`src/fetch_pkg.sv`:
```
package fetch_pkg;

    // branch resolution from decode
    typedef struct packed {
        logic        stall;    // branch not resolved yet, hold requests
        logic        taken;
        logic [31:0] target;
    } br_bus_t;

    // writeback redirect; target already picked upstream
    // as refetch pc, exception entry or era
    typedef struct packed {
        logic        refetch;
        logic        ex;
        logic        ertn;
        logic [31:0] target;
    } redirect_t;

    // read-only instruction sram request
    typedef struct packed {
        logic        req;
        logic [31:0] addr;
    } isram_req_t;

    typedef struct packed {
        logic tlbr;   // tlb refill
        logic pif;    // page invalid on fetch
        logic ppi;    // privilege violation
        logic adef;   // misaligned fetch address
    } fetch_exc_t;

    // 4 + 1 + 32 + 32 = 69 bits
    typedef struct packed {
        fetch_exc_t  exc;
        logic        refetch_needed;
        logic [31:0] inst;
        logic [31:0] pc;
    } fs_to_ds_t;

endpackage

```
`src/mmu_pkg.sv`:
```
package mmu_pkg;

    // crmd; fetch only looks at plv, da and pg
    typedef struct packed {
        logic [22:0] rsv;
        logic [1:0]  datm;
        logic [1:0]  datf;
        logic        pg;     // paged translation
        logic        da;     // direct address mode
        logic        ie;
        logic [1:0]  plv;    // current privilege level
    } crmd_t;

    typedef struct packed {
        logic [7:0] rsv_hi;
        logic [7:0] asidbits;
        logic [5:0] rsv_lo;
        logic [9:0] asid;
    } asid_t;

    // direct-map window
    typedef struct packed {
        logic [2:0]  vseg;    // matched against vaddr[31:29]
        logic        rsv_28;
        logic [2:0]  pseg;    // replaces the segment on a hit
        logic [18:0] rsv_mid;
        logic [1:0]  mat;
        logic        plv3;
        logic [1:0]  rsv_lo;
        logic        plv0;
    } dmw_t;

    typedef struct packed {
        crmd_t crmd;
        asid_t asid;
        dmw_t  dmw0;
        dmw_t  dmw1;
    } csr_view_t;

    localparam int TLB_IDX_W = 5;   // fill index, covers up to 32 entries

    typedef struct packed {
        logic [18:0] vppn;   // vaddr[31:13]
        logic        ps4mb;  // 0: 4 KB page pair, 1: 4 MB page
        logic        g;
        logic [9:0]  asid;
        logic [19:0] ppn;
        logic [1:0]  plv;
        logic [1:0]  mat;
        logic        d;
        logic        v;
    } tlb_entry_t;

    typedef struct packed {
        logic                 we;
        logic [TLB_IDX_W-1:0] idx;
        tlb_entry_t           entry;
    } tlb_fill_t;

    typedef struct packed {
        logic        found;
        logic [19:0] ppn;    // already merged with the low vaddr bits
        logic        ps4mb;
        logic [1:0]  plv;
        logic        v;
    } tlb_lookup_t;

endpackage
```
`src/addr_translator.sv`:
```
`timescale 1ns/1ps

module addr_translator (
    input  logic [31:0]        vaddr,
    input  mmu_pkg::csr_view_t csr,
    output logic               use_page_table,
    output logic [31:0]        paddr
);
    import mmu_pkg::*;

    logic paging;
    logic hit0;
    logic hit1;

    // window applies only at the privilege levels it enables
    function automatic logic dmw_match(
        input dmw_t       w,
        input logic [1:0] plv,
        input logic [2:0] seg
    );
        logic plv_ok;
        plv_ok = (plv == 2'd0 && w.plv0) || (plv == 2'd3 && w.plv3);
        return plv_ok && (w.vseg == seg);
    endfunction

    assign paging = ~csr.crmd.da & csr.crmd.pg;

    assign hit0 = paging & dmw_match(csr.dmw0, csr.crmd.plv, vaddr[31:29]);
    assign hit1 = paging & dmw_match(csr.dmw1, csr.crmd.plv, vaddr[31:29]);

    assign use_page_table = paging & ~hit0 & ~hit1;

    always_comb
    begin
        if (hit0)                 // dmw0 wins when both hit
            paddr = {csr.dmw0.pseg, vaddr[28:0]};
        else if (hit1)
            paddr = {csr.dmw1.pseg, vaddr[28:0]};
        else
            paddr = vaddr;        // direct mode, or unused when the tlb maps
    end

endmodule

```
`src/fetch_stage.sv`:
```
`timescale 1ns/1ps

module fetch_stage #(
    parameter logic [31:0] RESET_PC = 32'h1C000000
) (
    input  logic                  clk,
    input  logic                  reset,
    input  logic                  ds_allowin,
    input  fetch_pkg::br_bus_t    br,
    input  fetch_pkg::redirect_t  redirect,
    input  mmu_pkg::csr_view_t    csr,
    input  logic                  crit_change,
    output logic                  fs_to_ds_valid,
    output fetch_pkg::fs_to_ds_t  fs_to_ds,
    output fetch_pkg::isram_req_t isram,
    input  logic [31:0]           isram_rdata,
    input  logic                  isram_addr_ok,
    input  logic                  isram_data_ok,
    output logic [31:0]           tlb_vaddr,
    input  logic                  use_page_table,
    input  logic [31:0]           direct_paddr,
    input  mmu_pkg::tlb_lookup_t  tlb
);
    import fetch_pkg::*;

    // one-hot state bit positions
    localparam int I_ACCEPT       = 0;  // wait for addr_ok, sequential pc
    localparam int I_DATA         = 1;  // wait for data or decode
    localparam int I_DATA_BR      = 2;  // same, for a redirect target
    localparam int I_ACCEPT_REDIR = 3;  // request the captured target
    localparam int I_DROP         = 4;  // swallow a stale response

    logic [4:0]  state;
    logic [4:0]  state_next;
    logic [31:0] fs_pc;
    logic [31:0] seq_pc;
    logic [31:0] nextpc;
    logic [31:0] nextpc_r;
    logic [31:0] inst_buf;
    logic        buf_valid;
    logic        fs_valid;
    fetch_exc_t  exc_now;
    fetch_exc_t  exc_r;
    logic        wb_redir;
    logic        br_taken;
    logic        br_hit;
    logic        flush;
    logic        handshake;
    logic        fs_ready_go;
    logic        transfer;

    function automatic logic [4:0] st(input int idx);
        return 5'b00001 << idx;
    endfunction

    assign wb_redir = redirect.refetch | redirect.ex | redirect.ertn;
    assign br_taken = br.taken & ~br.stall;
    // after a redirect the branch bus still shows the old branch until the target moves on
    assign br_hit   = br_taken & (state[I_ACCEPT] | state[I_DATA]);
    assign flush    = wb_redir | br_hit;

    assign seq_pc = fs_pc + 32'd4;

    // writeback redirect beats a captured target, which beats a branch
    always_comb
    begin
        if (wb_redir)
            nextpc = redirect.target;
        else if (state[I_ACCEPT_REDIR] | state[I_DROP])
            nextpc = nextpc_r;
        else if (br_hit)
            nextpc = br.target;
        else
            nextpc = seq_pc;
    end

    assign tlb_vaddr = nextpc;

    always_comb
    begin
        isram.req  = (state[I_ACCEPT] & (~br.stall | wb_redir)) | state[I_ACCEPT_REDIR];
        isram.addr = use_page_table ? {tlb.ppn, nextpc[11:0]} : direct_paddr;
    end

    assign handshake = isram.req & isram_addr_ok;

    always_comb
    begin
        exc_now.adef = |nextpc[1:0];
        exc_now.tlbr = use_page_table & ~tlb.found;
        exc_now.pif  = use_page_table & tlb.found & ~tlb.v;
        exc_now.ppi  = use_page_table & tlb.found & tlb.v & (csr.crmd.plv > tlb.plv);
    end

    assign fs_ready_go    = isram_data_ok | buf_valid;
    assign fs_to_ds_valid = fs_valid & fs_ready_go & ~flush;
    assign transfer       = fs_to_ds_valid & ds_allowin;

    always_comb
    begin
        fs_to_ds.exc            = exc_r;
        fs_to_ds.refetch_needed = crit_change;
        fs_to_ds.pc             = fs_pc;
        if (exc_r != '0)
            fs_to_ds.inst = 32'h0;    // faulting fetch carries no instruction
        else
            fs_to_ds.inst = buf_valid ? inst_buf : isram_rdata;
    end

    always_comb
    begin
        state_next = state;
        if (state[I_ACCEPT])
        begin
            if (handshake)
                state_next = flush ? st(I_DATA_BR) : st(I_DATA);
            else if (flush)
                state_next = st(I_ACCEPT_REDIR);
        end
        else if (state[I_ACCEPT_REDIR])
        begin
            if (handshake)
                state_next = st(I_DATA_BR);
        end
        else if (state[I_DATA] | state[I_DATA_BR])
        begin
            if (flush)    // response still out means it must be dropped
                state_next = fs_ready_go ? st(I_ACCEPT_REDIR) : st(I_DROP);
            else if (transfer)
                state_next = st(I_ACCEPT);
        end
        else
        begin
            if (isram_data_ok)
                state_next = st(I_ACCEPT_REDIR);
        end
    end

    always_ff @(posedge clk)
    begin
        if (reset)
        begin
            state     <= st(I_ACCEPT);
            fs_pc     <= RESET_PC - 32'd4;   // first request goes to RESET_PC
            fs_valid  <= 1'b0;
            buf_valid <= 1'b0;
        end
        else
        begin
            state <= state_next;
            if (handshake)
                fs_pc <= nextpc;

            if (handshake)
                fs_valid <= 1'b1;
            else if (flush | transfer)
                fs_valid <= 1'b0;

            if (flush | transfer)
                buf_valid <= 1'b0;
            else if (fs_valid & isram_data_ok)
                buf_valid <= 1'b1;    // decode not ready, hold it
        end
    end

    always_ff @(posedge clk)
    begin
        nextpc_r <= nextpc;    // keeps the target while waiting
        if (handshake)
            exc_r <= exc_now;
        if (isram_data_ok)
            inst_buf <= isram_rdata;
    end

endmodule

```
`src/fetch_top.sv`:
```
`timescale 1ns/1ps

module fetch_top #(
    parameter int          TLB_ENTRIES = 16,
    parameter logic [31:0] RESET_PC    = 32'h1C000000
) (
    input  logic                  clk,
    input  logic                  reset,
    input  logic                  ds_allowin,
    input  fetch_pkg::br_bus_t    br,
    input  fetch_pkg::redirect_t  redirect,
    input  mmu_pkg::csr_view_t    csr,
    input  logic                  crit_change,
    input  mmu_pkg::tlb_fill_t    tlb_fill,
    output logic                  fs_to_ds_valid,
    output fetch_pkg::fs_to_ds_t  fs_to_ds,
    output fetch_pkg::isram_req_t isram,
    input  logic [31:0]           isram_rdata,
    input  logic                  isram_addr_ok,
    input  logic                  isram_data_ok
);
    import mmu_pkg::*;

    logic [31:0] fetch_vaddr;     // next pc, translated combinationally
    logic [31:0] direct_paddr;
    logic        use_page_table;
    tlb_lookup_t tlb_result;

    fetch_stage #(
        .RESET_PC (RESET_PC)
    ) u_fetch_stage (
        .clk            (clk),
        .reset          (reset),
        .ds_allowin     (ds_allowin),
        .br             (br),
        .redirect       (redirect),
        .csr            (csr),
        .crit_change    (crit_change),
        .fs_to_ds_valid (fs_to_ds_valid),
        .fs_to_ds       (fs_to_ds),
        .isram          (isram),
        .isram_rdata    (isram_rdata),
        .isram_addr_ok  (isram_addr_ok),
        .isram_data_ok  (isram_data_ok),
        .tlb_vaddr      (fetch_vaddr),
        .use_page_table (use_page_table),
        .direct_paddr   (direct_paddr),
        .tlb            (tlb_result)
    );

    addr_translator u_addr_translator (
        .vaddr          (fetch_vaddr),
        .csr            (csr),
        .use_page_table (use_page_table),
        .paddr          (direct_paddr)
    );

    itlb #(
        .TLB_ENTRIES (TLB_ENTRIES)
    ) u_itlb (
        .clk    (clk),
        .reset  (reset),
        .fill   (tlb_fill),
        .asid   (csr.asid.asid),
        .vaddr  (fetch_vaddr),
        .result (tlb_result)
    );

endmodule

```
`src/itlb.sv`:
```
`timescale 1ns/1ps

module itlb #(
    parameter int TLB_ENTRIES = 16
) (
    input  logic                 clk,
    input  logic                 reset,
    input  mmu_pkg::tlb_fill_t   fill,
    input  logic [9:0]           asid,
    input  logic [31:0]          vaddr,
    output mmu_pkg::tlb_lookup_t result
);
    import mmu_pkg::*;

    localparam int IDX_W = (TLB_ENTRIES > 1) ? $clog2(TLB_ENTRIES) : 1;

    tlb_entry_t             entry [TLB_ENTRIES];
    logic [TLB_ENTRIES-1:0] present;    // slot holds a filled entry
    logic [TLB_ENTRIES-1:0] match;
    logic                   hit_found;
    logic [IDX_W-1:0]       hit_idx;
    tlb_entry_t             sel;

    always_ff @(posedge clk)
    begin
        if (fill.we)
            entry[fill.idx[IDX_W-1:0]] <= fill.entry;
    end

    always_ff @(posedge clk)
    begin
        if (reset)
            present <= '0;
        else if (fill.we)
            present[fill.idx[IDX_W-1:0]] <= 1'b1;
    end

    for (genvar i = 0; i < TLB_ENTRIES; i++)
    begin : g_match
        logic asid_ok;
        logic vpn_ok;

        assign asid_ok = entry[i].g | (entry[i].asid == asid);
        // 4 MB pages compare only vaddr[31:22]
        assign vpn_ok  = entry[i].ps4mb ? (entry[i].vppn[18:9] == vaddr[31:22])
                                        : (entry[i].vppn == vaddr[31:13]);
        assign match[i] = present[i] & asid_ok & vpn_ok;
    end

    // lowest matching slot wins
    always_comb
    begin
        hit_found = 1'b0;
        hit_idx   = '0;
        for (int i = TLB_ENTRIES - 1; i >= 0; i--)
        begin
            if (match[i])
            begin
                hit_found = 1'b1;
                hit_idx   = IDX_W'(i);
            end
        end
    end

    always_comb
    begin
        sel    = entry[hit_idx];
        result = '0;
        if (hit_found)
        begin
            result.found = 1'b1;
            result.ps4mb = sel.ps4mb;
            result.plv   = sel.plv;
            result.v     = sel.v;
            // 4 KB entries map the even/odd page pair onto an aligned 8 KB frame
            if (sel.ps4mb)
                result.ppn = {sel.ppn[19:10], vaddr[21:12]};
            else
                result.ppn = {sel.ppn[19:1], vaddr[12]};
        end
    end

endmodule

```
`config.mk`:
```
export PLATFORM = sky130hd
export DESIGN_NAME = fetch_top
export DESIGN_NICKNAME = d
export VERILOG_FILES = /design/src/fetch_pkg.sv /design/src/mmu_pkg.sv /design/src/addr_translator.sv /design/src/fetch_stage.sv /design/src/fetch_top.sv /design/src/itlb.sv
export SDC_FILE = /design/constraint.sdc
export NUM_CORES = 1
export LEC_CHECK = 0
export BUFFER_PORTS_ARGS = -buffer_cell sky130_fd_sc_hd__buf_2
export CAP_MARGIN = 20
export CORE_UTILIZATION = 52
export CTS_CLUSTER_SIZE = 8
export DETAILED_ROUTE_END_ITERATION = 10
export MAX_ROUTING_LAYER = met4
export PLACE_DENSITY = 0.75
export SLEW_MARGIN = 40
export SYNTH_ARGS = -nofsm -noshare
export SYNTH_HDL_FRONTEND = slang
export SYNTH_SLANG_ARGS = --single-unit
```
`constraint.sdc`:
```
create_clock -name clk -period 20.8 [get_ports clk]
set_input_delay 4.16 -clock clk [delete_from_list [all_inputs] [get_ports clk]]
set_output_delay 4.16 -clock clk [all_outputs]
set_load 0.02 [all_outputs]
```
# [After elaboration in Yosys (flattened, before gate mapping)]
# Memory sizes are Yosys's and may differ from the RTL's.
# Index checks and enable logic that the tools add are counted.
[classes] n_div=0 n_reduce_logical=16 n_eq_ne=54 n_shift=0 n_addsub=1 multipliers=0 n_lt_le_gt_ge=3 mux=75 bitwise_logic=84
[ops] cell="== test 10 bit" count=32
[ops] cell="== test 19 bit" count=16
[ops] cell="2-to-1 mux 32 bit" count=8
[ops] cell="2-to-1 mux 4 bit" count=16
[ops] cell="AND 1 bit" count=50
[ops] cell="2-to-1 mux 5 bit" count=10
[ops] cell="2-to-1 mux 1 bit" count=37
[ops] cell="adder 32 x 3 -> 32 bit (second input constant)" count=1
[ops] cell="bitwise OR 1 bit" count=26
[ops] cell="2-to-1 mux 25 bit" count=1
[ops] cell="bitwise OR 16 bit" count=1
[ops] cell="2-to-1 mux 10 bit" count=1
[ops] cell="nonzero test 4 bit" count=2
[ops] cell="logical AND 1 bit" count=7
[ops] cell="NOT 1 bit" count=7
[ops] cell="== test 3 bit" count=2
[ops] cell="inequality test 3 bit (second input constant)" count=2
[ops] cell="< comparator 4 x 5 -> 1 bit (second input constant)" count=1
[ops] cell="inequality test 5 x 1 -> 1 bit (second input constant)" count=1
[ops] cell="demux 1 bit (select 4 bit)" count=1
[ops] cell=">= comparator 4 x 1 -> 1 bit (second input constant)" count=1
[ops] cell="AND reduction 4 bit" count=1
[ops] cell="OR reduction 2 bit" count=2
[ops] cell="2-to-1 mux 3 bit" count=1
[ops] cell="other kinds (5)" count=6
[word_totals] register_bits=123 latch_bits=0 ram_bits=912 memories=1 rom_bits=0 elab_cells=247
[mem_list] memory="u_itlb.entry" words=16 width=57 read_ports=17 rd_clocked_by_memory_dff=0 wr=1 line_no="itlb.sv:17" text="tlb_entry_t entry [TLB_ENTRIES];"

# [Depth between registers and ports, before layout]
# An unclocked memory read counts as a cell.
[depth] ltp_word=31 mapped_depth=31 mapped_depth_nobuf=24

# [Modules after synthesis]
# From an unflattened synthesis, not the netlist that was laid out.
[unflattened] cells_unflattened=3128 hier_area_um2=43027.5
[by_module_without_submodules] mod="itlb" cells_each=2387 area_per_inst_um2=36427.4 n_inst=1
[by_module_without_submodules] mod="fetch_stage" cells_each=678 area_per_inst_um2=6109.6 n_inst=1
[by_module_without_submodules] mod="addr_translator" cells_each=63 area_per_inst_um2=490.5 n_inst=1

# [Least setup slack after synthesis]
# No wires, ideal clock.
[synth_timing] kind="input -> output" startpoint="in redirect[33] (netlist name)" endpoint="out isram[30] (netlist name)" path_slack_ps=7852 required_time_ps=16640 arrival_ps=8788 stages=23 path_cell_list="buf_2 -> or3_1 -> buf_2 -> a2111oi_0 -> mux2i_1 -> and2_1 -> buf_2 -> buf_2 -> xnor2_1 -> a2111oi_0 -> a31o_2 -> o2111a_1 -> a311oi_1 -> o21a_1 -> o31a_4 -> nor2_8 -> buf_6 -> buf_2 -> nand2_1 -> a21oi_1 -> nor2_1 -> o21a_1 -> o311ai_1"
[synth_lines] element="start, declared" line_no="fetch_top.sv:11" text="input fetch_pkg::redirect_t redirect,"
[synth_lines] element="end, declared" line_no="fetch_top.sv:17" text="output fetch_pkg::isram_req_t isram,"

==> metrics <==
part of the cycle the worst path needs=76.5%; Pwr Density=91.5 nW/um^2; Crit path arrival time=11.75 ns; FMAX=62.8 MHz; WP data required=16.64 ns; Primary FF master, synth=edfxtp_1; # IOs=401; area grow syn2layout=15.1%; worst r2r path cells=25; DRT iter0 DRCs=4,260; post-route ant nets=0; adder-cell share of the synthesized area=0.0832%; Worst Tran Pin Value=0.901 ns; Max-slew headroom=39.3%; number of global-route vias before repair=31,163; global-route wire length before repair=207,000 um; count of final max-slew check failures=0; total grt overflow=0; clock sinks=971; die area=87,900 sq um; die height=297 um; die width=297 um; share of cells above drive strength 1=18.9%; Post-synth EDFFs=884; share of flip-flops with an asynchronous set or reset=0%; Initial Utilization=52.7%; Post-Layout Cell Count=4,918; total track usage=33.7%; First-pass DRT Iterations=7; status=finished, final reports clean; placed cells=4,702; final setup TNS=0 ns; Root Driver=clkbuf_16; Synth Area in XOR/XNOR=5.51%; core area=85,500 sq um; commonest non-fill, non-tap cell in the layout=edfxtp_1; CTS Buffer Depth=3; Period minus WS final=15.91 ns; setup bufs post-CTS=0; post-synth cell types=113; RePlAce Congestion=1.01; crit start category=primary input; Sequential Area=28,300 sq um; worst vdd ir=0.0809 mV; Seq/Total Area, Yosys=62.7%; Final #Nets=4,001; Ys Warns=0; final hold viol count=0; Vias/cell=6.61; post-synthesis mux area share=6.61%; Syn Nets=3,693; Syn Std Cell Area=45,100 sq um; largest family of logic cells by synthesized area=compound AO/OA/AOI/OAI gates; HPWL Detailed=90,300 um; max_cap viols=0; post-layout total power=4750 uW; simple-gate share of the synthesized area=10.6%; RSZ-0062 raised after global routing=no; total number of vias=32,525; Cells after Synth=3,392; CP Class=in -> out; CTS tree=built; pin count of the biggest net entering global routing=115; Routed Wire Length=145,000 um; leakage=0.0179 uW; worst-skew pair later-pin latency=0.75 ns; H-tree levels=4; #FFs+latches synth=971; multi-input combinational cell area=15,800 sq um; cts-stage hold buffer count=0; hold path depth=2; clock slew at reported path FFs=0.05 ns; CP Capture Type=output port; IO buf count=295; most frequent cells in the layout=edfxtp_1, buf_2, nor2_1, mux2i_1, nand2_1; synthesized area per cell=13.3 sq um; min-delay worst type=reg -> reg; wire length per cell=29.4 um; Crit Path Max Fanout=114; initial antenna violation count=14; Fin Clk Skew=0.0325 ns; number of remaining DRC errors=0; fill count=6,538; complex-gate fraction of the synthesized area=11.6%; final setup fails=0; CTS Buf Count=139; Post-CTS Resized=0; row count=107
area by class of cell:
class,count,area share [%]
diodes,14,0.0675
clock buffers,186,7.06
clock inverters,15,0.549
inverters,59,0.427
multi-input cells,2152,30.4
flip-flops and latches,971,54.5
well taps,1144,2.76
repair buffers,377,4.21
flip-flops by register name, indices dropped and copies added (netlist names):
register / count
u_itlb.entry: 848
u_fetch_stage.fs_pc: 32
u_fetch_stage.inst_buf: 32
u_fetch_stage.nextpc_r: 32
u_itlb.present: 16
u_fetch_stage.state: 5
u_fetch_stage.fs_to_ds: 4
u_fetch_stage.buf_valid: 1
u_fetch_stage.fs_valid: 1
layer usage:
layer  vias to the layer above  part of all wire, %  GRT usage [%]
met5                         -                    0              -
met4                         0                  4.7           16.5
met3                       379                   12           8.14
met2                      2260                   45           50.2
met1                     15933                   38           43.4
li1                      13953                    -              -
power breakdown:
| part | switching [uW] | leakage [uW] | total (uW) | internal [uW] |
|---|---|---|---|---|
| combinational | 327 | 0.00728 | 467 | 139 |
| sequential | 35.4 | 0.00873 | 2220 | 2190 |
| clock | 836 | 0.00190 | 2060 | 1230 |
path summary, 6_finish.rpt:
check	startpoint	endpoint	slack, ns
max	redirect[33]	isram[27]	4.89
max reg2reg	u_fetch_stage.fs_pc[11]$_SDFFE_PP1P_	u_fetch_stage.fs_to_ds[66]$_DFFE_PP_	11.64
min	u_itlb.present[8]$_SDFFE_PP0P_	u_itlb.present[8]$_SDFFE_PP0P_	0.47
min reg2reg	u_itlb.present[8]$_SDFFE_PP0P_	u_itlb.present[8]$_SDFFE_PP0P_	0.47
through the flow:
step | cell area [sq um] | utilization (%) | worst slack, ns | hold WS, ns
6_report | 51900 | 60.7 | 4.89 | 0.469
3_3_place_gp | 47700 | 55.8 | 4.84 | 0.446
2_1_floorplan | 45100 | - | 7.85 | 0.432
5_1_grt | 51900 | 60.7 | 4.76 | 0.484
4_1_cts | 51800 | 60.6 | 5.01 | 0.471
3_5_place_dp | 47900 | 56.0 | 5.09 | 0.463
Yosys cell counts, drive strengths merged (14+ instances only):
library cell	instances	area (sq um)
nand3	75	388
o31ai	16	120
a41oi	16	140
or3	25	156
o22ai	31	200
a21o	14	106
nor4	99	708
dfxtp	87	1740
nand3b	16	120
or4	19	154
nand4	73	472
o221ai	18	158
mux4	18	405
and3	26	168
a211o	21	184
o2111ai	18	158
a21oi	100	500
xnor2	131	1150
a221o	15	150
o21a	20	150
o21ai	102	522
o211ai	25	198
nor2	240	925
nor3	57	322
a2111oi	28	248
mux2i	208	2080
mux2	44	495
edfxtp	884	26500
clkbuf	103	387
a22oi	32	240
buf	107	698
a211oi	58	453
inv	58	218
nand2	178	688
a221oi	16	140
a22o	17	149
xor2	153	1340
worst max-delay path, cell delays in order:
cell and delay (ns):
buf_2 0.18, nor3_4 0.51, buf_4 0.65, o211ai_4 0.35, buf_4 0.43, nor4_1 0.40, nor3_2 0.21, buf_4 0.26
o2bb2ai_1 0.15, a221oi_1 0.39, nor4bb_1 0.36, o2111a_1 0.26, a311oi_1 0.07, o21a_1 0.20, o31a_4 0.34, nor2_8 0.45
buf_12 0.53, mux4_2 0.41, a22o_1 0.25, a221oi_1 0.48, o31ai_1 0.20, buf_2 0.21
cells by family after synthesis:
kind of cell | Yosys count
compound gates | 697
buf+inv | 269
flops | 971
simple gates | 898
fa+ha+maj | 3
xor+xnor | 284
mux | 270
Note: power is estimated with default switching activity, not from simulation.
